File: config.mk
export PLATFORM = sky130hd
export DESIGN_NAME = sdram_ctrl_top
export DESIGN_NICKNAME = d
export VERILOG_FILES = /design/src/hdl/sdram_cmd_pkg.sv /design/src/hdl/sdram_cmd_issue.sv /design/src/hdl/sdram_cmd_sched.sv /design/src/hdl/sdram_ctrl_top.sv /design/src/hdl/sdram_init_cmd_gen.sv
export SDC_FILE = /design/constraint.sdc
export NUM_CORES = 1
export LEC_CHECK = 0
export BUFFER_PORTS_ARGS = -buffer_cell sky130_fd_sc_hd__buf_2
export CAP_MARGIN = 20
export CELL_PAD_IN_SITES_DETAIL_PLACEMENT = 1
export CELL_PAD_IN_SITES_GLOBAL_PLACEMENT = 1
export CORE_ASPECT_RATIO = 1.25
export CORE_MARGIN = 1.5
export CORE_UTILIZATION = 38
export DETAILED_ROUTE_END_ITERATION = 16
export MAX_ROUTING_LAYER = met4
export PLACE_DENSITY = 0.66
export RECOVER_POWER = 50
export SLEW_MARGIN = 20
export SYNTH_ARGS = -nofsm -noshare
export SYNTH_HDL_FRONTEND = slang
export SYNTH_HIERARCHICAL = 1
export SYNTH_SLANG_ARGS = --single-unit
export TNS_END_PERCENT = 50
File: constraint.sdc
create_clock -name clk -period 5.8 [get_ports clk]
set_input_delay 0.58 -clock clk [delete_from_list [all_inputs] [get_ports clk]]
set_output_delay 0.58 -clock clk [all_outputs]
set_load 0.01 [all_outputs]
File: src/hdl/sdram_cmd_pkg.sv
// sdram command path definitions for command word layout, codes and minimum timing
package sdram_cmd_pkg;

    // logical command codes carried in the low bits of a command word
    typedef enum logic [2:0] {
        PRECHARGE    = 3'b001,
        WRITE        = 3'b010,
        ACTIVE       = 3'b011,
        MR_SET       = 3'b100,
        AUTO_REFRESH = 3'b101,
        READ         = 3'b110,
        NOP          = 3'b111
    } sdram_cmd_code_e;

    // mode register layout as seen on the address pins during MR_SET
    typedef struct packed {
        logic [5:0] reserved;      // must be zero
        logic       wr_burst_mode; // 0 = programmed burst
        logic [1:0] op_mode;       // 00 = standard operation
        logic [2:0] cas_latency;
        logic       burst_type;    // 0 = sequential
        logic [2:0] burst_len;     // 111 = full page
    } sdram_mode_reg_t;

    // one address word, two readings
    typedef union packed {
        logic [15:0]     row_col; // row/column, bit 10 = all banks on precharge
        sdram_mode_reg_t mode;    // only meaningful with MR_SET
    } sdram_addr_u;

    // stream payload, 24 bits
    typedef struct packed {
        logic [2:0]      reserved;
        logic [1:0]      ba;   // bank select
        sdram_addr_u     addr;
        sdram_cmd_code_e code;
    } sdram_cmd_t;

    // minimum spacing after each command class, in ns
    localparam real T_RP_NS  = 18.0; // precharge to next command
    localparam real T_MRD_NS = 15.0; // mode register set
    localparam real T_RFC_NS = 66.0; // auto refresh cycle time
    localparam real T_RCD_NS = 18.0; // everything else

    // ceiling of t_ns / clk_ns
    function automatic int ns_to_cycles(input real t_ns, input real clk_ns);
        int  n;
        real q;
        q = t_ns / clk_ns;
        n = int'(q);      // rounds to nearest
        if (real'(n) < q)
            n = n + 1;    // rounded down, push up
        return n;
    endfunction

endpackage

File: src/hdl/sdram_cmd_issue.sv
`timescale 1ns/10ps
// sdram issue stage driving command pins and spacing commands by their minimum gap
module sdram_cmd_issue #(
    parameter real CLK_PERIOD = 7.0 // ns
) (
    input  logic                      clk,
    input  logic                      rst_n,
    input  sdram_cmd_pkg::sdram_cmd_t issue_cmd,
    input  logic                      issue_cmd_valid,
    output logic                      issue_cmd_ready,
    output logic                      sdram_cs_n,
    output logic                      sdram_ras_n,
    output logic                      sdram_cas_n,
    output logic                      sdram_we_n,
    output logic [1:0]                sdram_ba,
    output logic [15:0]               sdram_addr
);
    import sdram_cmd_pkg::*;

    // gaps in cycles, at least one
    localparam int CYC_RP  = ns_to_cycles(T_RP_NS, CLK_PERIOD);
    localparam int CYC_MRD = ns_to_cycles(T_MRD_NS, CLK_PERIOD);
    localparam int CYC_RFC = ns_to_cycles(T_RFC_NS, CLK_PERIOD);
    localparam int CYC_RCD = ns_to_cycles(T_RCD_NS, CLK_PERIOD);
    localparam int GAP_RP  = (CYC_RP > 1) ? CYC_RP : 1;
    localparam int GAP_MRD = (CYC_MRD > 1) ? CYC_MRD : 1;
    localparam int GAP_RFC = (CYC_RFC > 1) ? CYC_RFC : 1;
    localparam int GAP_RCD = (CYC_RCD > 1) ? CYC_RCD : 1;
    localparam int GAP_M1  = (GAP_RP > GAP_MRD) ? GAP_RP : GAP_MRD;
    localparam int GAP_M2  = (GAP_RFC > GAP_RCD) ? GAP_RFC : GAP_RCD;
    localparam int GAP_MAX = (GAP_M1 > GAP_M2) ? GAP_M1 : GAP_M2;
    localparam int GAP_W   = $clog2(GAP_MAX + 1);

    logic [GAP_W-1:0] gap_cnt;  // cycles left before ready returns
    logic [GAP_W-1:0] gap_load;
    logic [2:0]       rcw;      // ras_n, cas_n, we_n for the incoming code
    logic             xfer;

    assign xfer            = issue_cmd_valid & issue_cmd_ready;
    assign issue_cmd_ready = (gap_cnt == '0);

    // pin levels and spacing per code
    always_comb
    begin
        case (issue_cmd.code)
            PRECHARGE:
            begin
                rcw      = 3'b010;
                gap_load = GAP_W'(GAP_RP - 1);
            end
            MR_SET:
            begin
                rcw      = 3'b000;
                gap_load = GAP_W'(GAP_MRD - 1);
            end
            AUTO_REFRESH:
            begin
                rcw      = 3'b001;
                gap_load = GAP_W'(GAP_RFC - 1);
            end
            ACTIVE:
            begin
                rcw      = 3'b011;
                gap_load = GAP_W'(GAP_RCD - 1);
            end
            READ:
            begin
                rcw      = 3'b101;
                gap_load = GAP_W'(GAP_RCD - 1);
            end
            WRITE:
            begin
                rcw      = 3'b100;
                gap_load = GAP_W'(GAP_RCD - 1);
            end
            default:
            begin
                rcw      = 3'b111; // nop just burns its slot
                gap_load = '0;
            end
        endcase
    end

    // gap counter and control pins
    always_ff @(posedge clk or negedge rst_n)
    begin
        if (!rst_n)
        begin
            gap_cnt     <= '0;
            sdram_cs_n  <= 1'b1; // deselect
            sdram_ras_n <= 1'b1;
            sdram_cas_n <= 1'b1;
            sdram_we_n  <= 1'b1;
        end
        else
        begin
            if (xfer)
                gap_cnt <= gap_load;
            else if (gap_cnt != '0)
                gap_cnt <= gap_cnt - 1'b1;

            if (xfer && issue_cmd.code != NOP)
            begin
                sdram_cs_n                              <= 1'b0; // one cycle only
                {sdram_ras_n, sdram_cas_n, sdram_we_n} <= rcw;
            end
            else
            begin
                sdram_cs_n                              <= 1'b1;
                {sdram_ras_n, sdram_cas_n, sdram_we_n} <= 3'b111;
            end
        end
    end

    // bank and address follow the accepted command, a nop leaves them alone
    always_ff @(posedge clk)
    begin
        if (xfer && issue_cmd.code != NOP)
        begin
            sdram_ba   <= issue_cmd.ba;
            sdram_addr <= issue_cmd.addr.row_col; // plain view onto the pins
        end
    end

    // inside a gap only the first cycle may carry a command
    a_one_cmd_per_gap: assert property (
        @(posedge clk) disable iff (!rst_n)
        (gap_cnt != '0) && $past(gap_cnt != '0) |-> sdram_cs_n
    );

endmodule

File: src/hdl/sdram_cmd_sched.sv
`timescale 1ns/10ps
// sdram command scheduler merging init, periodic refresh and user streams
module sdram_cmd_sched #(
    parameter real CLK_PERIOD       = 7.0,    // ns
    parameter real REFRESH_INTERVAL = 7800.0  // ns between refreshes
) (
    input  logic                      clk,
    input  logic                      rst_n,
    input  logic                      init_done,
    input  sdram_cmd_pkg::sdram_cmd_t init_cmd,
    input  logic                      init_cmd_valid,
    output logic                      init_cmd_ready,
    input  sdram_cmd_pkg::sdram_cmd_t user_cmd,
    input  logic                      user_cmd_valid,
    output logic                      user_cmd_ready,
    output sdram_cmd_pkg::sdram_cmd_t issue_cmd,
    output logic                      issue_cmd_valid,
    input  logic                      issue_cmd_ready
);
    import sdram_cmd_pkg::*;

    localparam int REF_P = ns_to_cycles(REFRESH_INTERVAL, CLK_PERIOD); // interval in cycles
    localparam int REF_W = $clog2(REF_P + 1);

    logic [REF_W-1:0] ref_cnt;   // runs freely once init is done
    logic             ref_pend;  // refresh owed to the array
    logic             user_hold; // user command on the bus, not yet taken
    logic             sel_ref;   // refresh owns the issue stream
    logic             ref_xfer;

    // a user command already shown keeps the bus until it goes
    assign sel_ref  = init_done & ref_pend & ~user_hold;
    assign ref_xfer = sel_ref & issue_cmd_ready;

    // source select, no register on this path
    always_comb
    begin
        issue_cmd       = init_cmd;
        issue_cmd_valid = 1'b0;
        init_cmd_ready  = 1'b0;
        user_cmd_ready  = 1'b0;
        if (!init_done)
        begin
            issue_cmd_valid = init_cmd_valid; // init sequence only
            init_cmd_ready  = issue_cmd_ready;
        end
        else if (sel_ref)
        begin
            issue_cmd       = '0;
            issue_cmd.code  = AUTO_REFRESH; // self-built
            issue_cmd_valid = 1'b1;
        end
        else
        begin
            issue_cmd       = user_cmd;
            issue_cmd_valid = user_cmd_valid;
            user_cmd_ready  = issue_cmd_ready;
        end
    end

    // refresh interval and pending flag
    always_ff @(posedge clk or negedge rst_n)
    begin
        if (!rst_n)
        begin
            ref_cnt   <= '0;
            ref_pend  <= 1'b0;
            user_hold <= 1'b0;
        end
        else
        begin
            if (init_done)
            begin
                if (int'(ref_cnt) == REF_P - 1)
                begin
                    ref_cnt  <= '0;
                    ref_pend <= 1'b1; // expiry wins over a same-cycle clear
                end
                else
                begin
                    ref_cnt <= ref_cnt + 1'b1;
                    if (ref_xfer)
                        ref_pend <= 1'b0;
                end
            end
            user_hold <= init_done & ~sel_ref & user_cmd_valid & ~issue_cmd_ready;
        end
    end

    // no user grant while the init sequence still has the bus
    a_user_after_init: assert property (
        @(posedge clk) disable iff (!rst_n)
        user_cmd_valid && user_cmd_ready |-> init_done && !init_cmd_valid
    );

endmodule

File: src/hdl/sdram_ctrl_top.sv
`timescale 1ns/10ps
// sdram controller command path with init generator, scheduler and pin issue stage
module sdram_ctrl_top #(
    parameter real    CLK_PERIOD       = 7.0,      // ns
    parameter real    INIT_PAUSE       = 250000.0, // ns
    parameter integer BURST_LEN        = -1,       // 1, 2, 4, 8 or -1 full page
    parameter integer CAS_LATENCY      = 2,
    parameter integer AUTO_RFS_N       = 2,
    parameter real    REFRESH_INTERVAL = 7800.0    // ns
) (
    input  logic                      clk,
    input  logic                      rst_n,
    input  sdram_cmd_pkg::sdram_cmd_t user_cmd,
    input  logic                      user_cmd_valid,
    output logic                      user_cmd_ready,
    output logic                      init_done,
    output logic                      sdram_cs_n,
    output logic                      sdram_ras_n,
    output logic                      sdram_cas_n,
    output logic                      sdram_we_n,
    output logic [1:0]                sdram_ba,
    output logic [15:0]               sdram_addr
);
    import sdram_cmd_pkg::*;

    sdram_cmd_t init_cmd;  // generator to scheduler
    logic       init_cmd_valid;
    logic       init_cmd_ready;
    sdram_cmd_t issue_cmd; // scheduler to issue stage
    logic       issue_cmd_valid;
    logic       issue_cmd_ready;

    sdram_init_cmd_gen #(
        .CLK_PERIOD (CLK_PERIOD),
        .INIT_PAUSE (INIT_PAUSE),
        .BURST_LEN  (BURST_LEN),
        .CAS_LATENCY(CAS_LATENCY),
        .AUTO_RFS_N (AUTO_RFS_N)
    ) init_gen_i (
        .clk           (clk),
        .rst_n         (rst_n),
        .init_done     (init_done),
        .init_cmd      (init_cmd),
        .init_cmd_valid(init_cmd_valid),
        .init_cmd_ready(init_cmd_ready)
    );

    sdram_cmd_sched #(
        .CLK_PERIOD      (CLK_PERIOD),
        .REFRESH_INTERVAL(REFRESH_INTERVAL)
    ) sched_i (
        .clk            (clk),
        .rst_n          (rst_n),
        .init_done      (init_done),
        .init_cmd       (init_cmd),
        .init_cmd_valid (init_cmd_valid),
        .init_cmd_ready (init_cmd_ready),
        .user_cmd       (user_cmd),
        .user_cmd_valid (user_cmd_valid),
        .user_cmd_ready (user_cmd_ready),
        .issue_cmd      (issue_cmd),
        .issue_cmd_valid(issue_cmd_valid),
        .issue_cmd_ready(issue_cmd_ready)
    );

    sdram_cmd_issue #(
        .CLK_PERIOD(CLK_PERIOD)
    ) issue_i (
        .clk            (clk),
        .rst_n          (rst_n),
        .issue_cmd      (issue_cmd),
        .issue_cmd_valid(issue_cmd_valid),
        .issue_cmd_ready(issue_cmd_ready),
        .sdram_cs_n     (sdram_cs_n),
        .sdram_ras_n    (sdram_ras_n),
        .sdram_cas_n    (sdram_cas_n),
        .sdram_we_n     (sdram_we_n),
        .sdram_ba       (sdram_ba),
        .sdram_addr     (sdram_addr)
    );

endmodule

File: src/hdl/sdram_init_cmd_gen.sv
`timescale 1ns/10ps
// sdram power-up sequencer that waits the initial pause and streams the init commands
module sdram_init_cmd_gen #(
    parameter real    CLK_PERIOD  = 7.0,      // ns
    parameter real    INIT_PAUSE  = 250000.0, // ns
    parameter integer BURST_LEN   = -1,       // 1, 2, 4, 8 or -1 for full page
    parameter integer CAS_LATENCY = 2,        // 2 or 3
    parameter integer AUTO_RFS_N  = 2         // refreshes at the end of init
) (
    input  logic                      clk,
    input  logic                      rst_n,
    output logic                      init_done,
    output sdram_cmd_pkg::sdram_cmd_t init_cmd,
    output logic                      init_cmd_valid,
    input  logic                      init_cmd_ready
);
    import sdram_cmd_pkg::*;

    localparam int RST_WAIT_P = ns_to_cycles(INIT_PAUSE, CLK_PERIOD); // pause in cycles
    localparam int ITEM_N     = 6 + AUTO_RFS_N; // pre, mrs, 4 nop, refreshes
    localparam int PAUSE_W    = $clog2(RST_WAIT_P + 1);
    localparam int IDX_W      = $clog2(ITEM_N);

    // mode register field encodings
    localparam logic [2:0] CL_CODE = (CAS_LATENCY == 3) ? 3'b011 : 3'b010;
    localparam logic [2:0] BL_CODE = (BURST_LEN == 1) ? 3'b000 :
                                     (BURST_LEN == 2) ? 3'b001 :
                                     (BURST_LEN == 4) ? 3'b010 :
                                     (BURST_LEN == 8) ? 3'b011 :
                                                        3'b111; // full page

    logic [PAUSE_W-1:0] pause_cnt;  // cycles since reset release
    logic               rst_stable; // pause over
    logic [IDX_W-1:0]   item_idx;   // position in the init sequence
    logic               last_item;
    logic               xfer;

    assign xfer      = init_cmd_valid & init_cmd_ready;
    assign last_item = (int'(item_idx) == ITEM_N - 1);

    // power-up pause
    always_ff @(posedge clk or negedge rst_n)
    begin
        if (!rst_n)
        begin
            pause_cnt  <= '0;
            rst_stable <= 1'b0;
        end
        else if (!rst_stable)
        begin
            pause_cnt  <= pause_cnt + 1'b1;
            rst_stable <= (int'(pause_cnt) == RST_WAIT_P - 1); // stable after P edges
        end
    end

    // sequence walk, valid and done
    always_ff @(posedge clk or negedge rst_n)
    begin
        if (!rst_n)
        begin
            item_idx       <= '0;
            init_cmd_valid <= 1'b0;
            init_done      <= 1'b0;
        end
        else
        begin
            if (xfer && !last_item)
                item_idx <= item_idx + 1'b1; // next item shows up next cycle

            if (!init_cmd_valid)
                init_cmd_valid <= rst_stable & ~init_done; // first raise once paused
            else if (xfer && last_item)
                init_cmd_valid <= 1'b0; // stream finished

            if (xfer && last_item)
                init_done <= 1'b1;
        end
    end

    // item decode
    always_comb
    begin
        init_cmd      = '0;
        init_cmd.code = NOP; // slots 2..5
        if (item_idx == '0)
        begin
            init_cmd.code            = PRECHARGE;
            init_cmd.addr.row_col[10] = 1'b1; // all banks
        end
        else if (int'(item_idx) == 1)
        begin
            init_cmd.code                    = MR_SET;
            init_cmd.addr.mode.wr_burst_mode = 1'b0; // burst writes
            init_cmd.addr.mode.op_mode       = 2'b00;
            init_cmd.addr.mode.cas_latency   = CL_CODE;
            init_cmd.addr.mode.burst_type    = 1'b0; // sequential
            init_cmd.addr.mode.burst_len     = BL_CODE;
        end
        else if (int'(item_idx) >= 6)
            init_cmd.code = AUTO_REFRESH;
    end

    // valid may only come up once the full pause has been counted
    a_valid_after_pause: assert property (
        @(posedge clk) disable iff (!rst_n)
        $rose(init_cmd_valid) |-> $past(rst_stable) && int'($past(pause_cnt)) == RST_WAIT_P
    );

    // held command stays put until taken downstream
    a_hold_stable: assert property (
        @(posedge clk) disable iff (!rst_n)
        init_cmd_valid && !init_cmd_ready |=> init_cmd_valid && $stable(init_cmd)
    );

endmodule

Yosys cells after proc, flatten, opt, wreduce, memory -nomap -nowiden --
Index checks and enable logic that the tools add are counted. Widths: inputs -> output; s select.
Storage, ports and cells: register bits 61, input bits 27, word-level logic and storage cells 84
Operators by class: add/subtract/negate cells 4, magnitude comparators 1, equality and inequality tests 11, muxes and demuxes 27, bitwise logic cells 13, reductions and logical operators 12
Operators by type and width (count):
- $mux 14 | 2
- $pmux 3 s6 | 1
- $add 16x1->16 const B | 1
- $eq 16x16->1 const B | 1
- $mux 1 | 15
- $mux 6 | 2
- $add 11x1->11 const B | 1
- $eq 11x11->1 const B | 1
- $mux 11 | 1
- $and 1x1->1 | 9
- $eq 3x2->1 const B | 3
- $eq 3x3->1 const B | 3
- $mux 4 | 2
- $pmux 4 s2 | 1
- $eq 3x1->1 const B | 2
- $reduce_or 5->1 | 1
- $logic_not 4->1 | 1
- $mux 2 | 2
- $not 1->1 | 4
- $reduce_bool 2->1 | 2
- $reduce_bool 4->1 | 1
- $sub 4x1->4 const B | 1
- $add 3x1->3 const B | 1
- $ge 3x3->1 const B | 1
- other kinds (7) | 9

Logic depth before layout (Yosys ltp) --
word-level depth 9, depth in mapped cells 9, gate-level depth less buffers 9

Modules after synthesis --
The synthesis kept the hierarchy.
Modules (own cells, without submodules):
- sdram_init_cmd_gen | instances 1, cells an instance 119, area an instance 1258.7 µm², seq. area each 550.5 µm²
- sdram_cmd_issue | instances 1, cells an instance 61, area an instance 984.7 µm², seq. area each 745.7 µm²
- sdram_cmd_sched | instances 1, cells an instance 96, area an instance 899.6 µm², seq. area each 325.3 µm²

Worst setup path before layout --
No wires, ideal clock.
path type register to register, start reg init_gen_i.item_idx[0], end reg issue_i.gap_cnt[1], arrival time 2.023 ns, required time 5.671 ns, setup slack 3.648 ns, cell stages (with the launch flop) 9, path buffers 0, cell sequence dfrtp_1 inv_1 ha_1 nor3b_1 inv_1 o22a_1 or3_1 a311oi_1 a21oi_1
RTL lines:
- start: declaration | line sdram_init_cmd_gen.sv:34 | logic [IDX_W-1:0] item_idx;
- start signal: assignment | line sdram_init_cmd_gen.sv:68 | item_idx <= item_idx + 1'b1;
- end signal: assignment | line sdram_cmd_issue.sv:98 | gap_cnt <= gap_load;
- end signal: assignment | line sdram_cmd_issue.sv:100 | gap_cnt <= gap_cnt - 1'b1;
- end: declaration | line sdram_cmd_issue.sv:34 | logic [GAP_W-1:0] gap_cnt;

==> results.py <==
metrics = {
    "placed_design": {
        "place_congestion": 0.793,
        "pre_cts_slack_ns": 3.15,
        "hpwl_mm": 4.52,
        "port_buffers": 47,
    },
    "final_layout": {
        "antenna_cells": 0,
        "drive_gt1_frac": 0.195,
        "area_growth_pct": 13.8,
        "final_core_utilization": 0.449,
        "nFillCells": 908,
        "nets": 355,
    },
    "drt": {
        "drt_wl_total_mm": 6.35,
        "dr.first_iter.drc_count": 89,
        "viasPerCell": 5.09,
        "vias": 2127,
        "ant_nets": 0,
        "post_drt_wl_per_cell_um": 15.2,
        "drc": 0,
        "drt_pass1_iterations": 3,
    },
    "timing": {
        "fin_tns_setup_ns": 0,
        "max_freq_mhz": 374,
        "whs_ns": 0.486,
        "fin_skew_ns": 0.00822,
        "setup_viol": 0,
        "worst_pin_slew_ns": 2.36,
        "rsz0062_at_grt": "false",
        "hold_viol": 0,
        "worst_slack_ns": 3.13,
        "relSlewSlack": -0.572,
        "fin_crit_sh": 0.461,
        "fin_crit_ns": 2.67,
        "finalMaxSlewViolations": 44,
    },
    "critical_path": {
        "worstPathArrival_ns": 2.74,
        "regToRegSetupSlack_ns": 3.13,
        "required_ns": 5.87,
        "critPathCaptureType": "flip-flop",
        "critPathLaunchType": "flip-flop",
        "setup.worst_path.class": "flip-flop to flip-flop",
        "critical_path.max_fanout": 19,
    },
    "hold_path": {
        "hold_path_class": "flip-flop to flip-flop",
    },
    "logic_synthesis": {
        "netlist_instances": 270,
        "syn-cell-area_um2": 3090,
        "syn_avg_cell_area_um2": 11.5,
        "yosysWarnings": 6,
    },
    "grt": {
        "grt_util_all_layers": 0.162,
        "grt_pass1_vias": 2177,
        "antenna_found_initial": 0,
        "grt_overflow": 0,
        "grt_max_degree": 44,
        "grt_pass1_wl_mm": 10.8,
    },
    "clock_tree": {
        "cts_root_buffer": "clkbuf_8",
        "cts_tree": "built",
        "post_cts_buffers": 0,
        "cts_sinks": 61,
        "htree_levels": 3,
        "clk_pin_slew_ns": 0.06,
        "clock_insertion_delay_worst_skew_ns": 0.34,
        "cts_hold_buf": 0,
        "cts_made_buffers": 9,
        "cts.path.max_buffers": 2,
        "cts.repair.resized": 0,
    },
    "power": {
        "ir_worst_vdd_mv": 0.145,
        "power.density_nw_per_um2": 245,
        "p_leak_nw": 1.54,
    },
    "run_status": {
        "outcome": "finished with violations",
        "violations": "max-capacitance violations, max-slew violations",
    },
    "floorplan": {
        "core_area_um2": 7840,
        "rows": 36,
        "ios": 51,
        "die_h_um": 104,
        "start_util": 0.395,
        "die_w_um": 83.7,
        "dieArea_um2": 8700,
    },
    "job": {
        "drv_cap": 1,
    },
}
routing by layer:
metal | track usage | wire [um]
met1 | 0.198 | 2890
met2 | 0.253 | 3140
met3 | 0.0413 | 189
met4 | 0.0703 | 123
met5 | - | 0
placed cells by master, fill, tap and decap left out, drive strengths merged, types with 5 or more instances in the layout:
| cell | n |
|---|---|
| dfrtp | 39 |
| buf | 30 |
| clkbuf | 27 |
| nand2 | 19 |
| a22o | 19 |
| edfxtp | 18 |
| xor2 | 15 |
| conb | 13 |
| inv | 13 |
| nor2 | 11 |
| o21ai | 11 |
| nand3 | 10 |
| ha | 10 |
| nor2b | 9 |
| xnor2 | 6 |
| nor4 | 6 |
| a21oi | 5 |
| clkinv | 5 |
metrics by stage:
step / instances / total power [mW] / cell area (um^2)
after floorplan: 282 / 0.463 / 3140
after global placement: 402 / 0.470 / 3340
after detailed placement: 402 / 0.471 / 3340
after global routing: 418 / 0.897 / 3520
final: 418 / 0.861 / 3520
after CTS: 418 / 0.876 / 3550
cell type report:
| type | instances | area (um^2) | area share |
|---|---|---|---|
| sequential | 61 | 1620 | 0.460 |
| inverter | 14 | 53.8 | 0.0153 |
| clock inverter | 6 | 77.6 | 0.0220 |
| clock buffer | 10 | 128 | 0.0362 |
| tap | 95 | 119 | 0.0337 |
| multi-input combinational | 185 | 1310 | 0.372 |
| timing repair buffer | 47 | 214 | 0.0607 |
worst max-delay path, stage by stage (launching register included):
cell and delay (ns):
dfrtp_1 0.66, and2_0 0.90, a22o_1 0.43, nand3_1 0.11, and3_4 0.29
registers in the layout (all words and copies together), names as in the netlist, 2 cells and up:
signal	flops
issue_i/sdram_ba	2
init_gen_i/item_idx	3
issue_i/gap_cnt	4
issue_i/sdram_addr	16
init_gen_i/pause_cnt	16
sched_i/ref_cnt	11
path summary, 6_finish.rpt:
kind | startpoint | end | depth (start not counted)
max | init_gen_i/init_done | issue_i/sdram_addr[0] | 4
min | init_gen_i/pause_cnt[15] | init_gen_i/pause_cnt[15] | 1
max reg2reg | init_gen_i/init_done | issue_i/sdram_addr[0] | 4
min reg2reg | init_gen_i/pause_cnt[15] | init_gen_i/pause_cnt[15] | 1
max in group asynchronous | rst_n | sched_i/ref_cnt[9] | 1
min in group asynchronous | rst_n | init_gen_i/pause_cnt[9] | 1
power breakdown:
group	total [mW]	internal [mW]	switching [mW]	leakage, nW
logic	0.0197	0.00930	0.0104	0.713
clock network	0.399	0.238	0.162	0.105
registers	0.442	0.442	0	0.723
total	0.861	0.689	0.172	1.54
No activity file was read; power rests on OpenSTA's default activity.
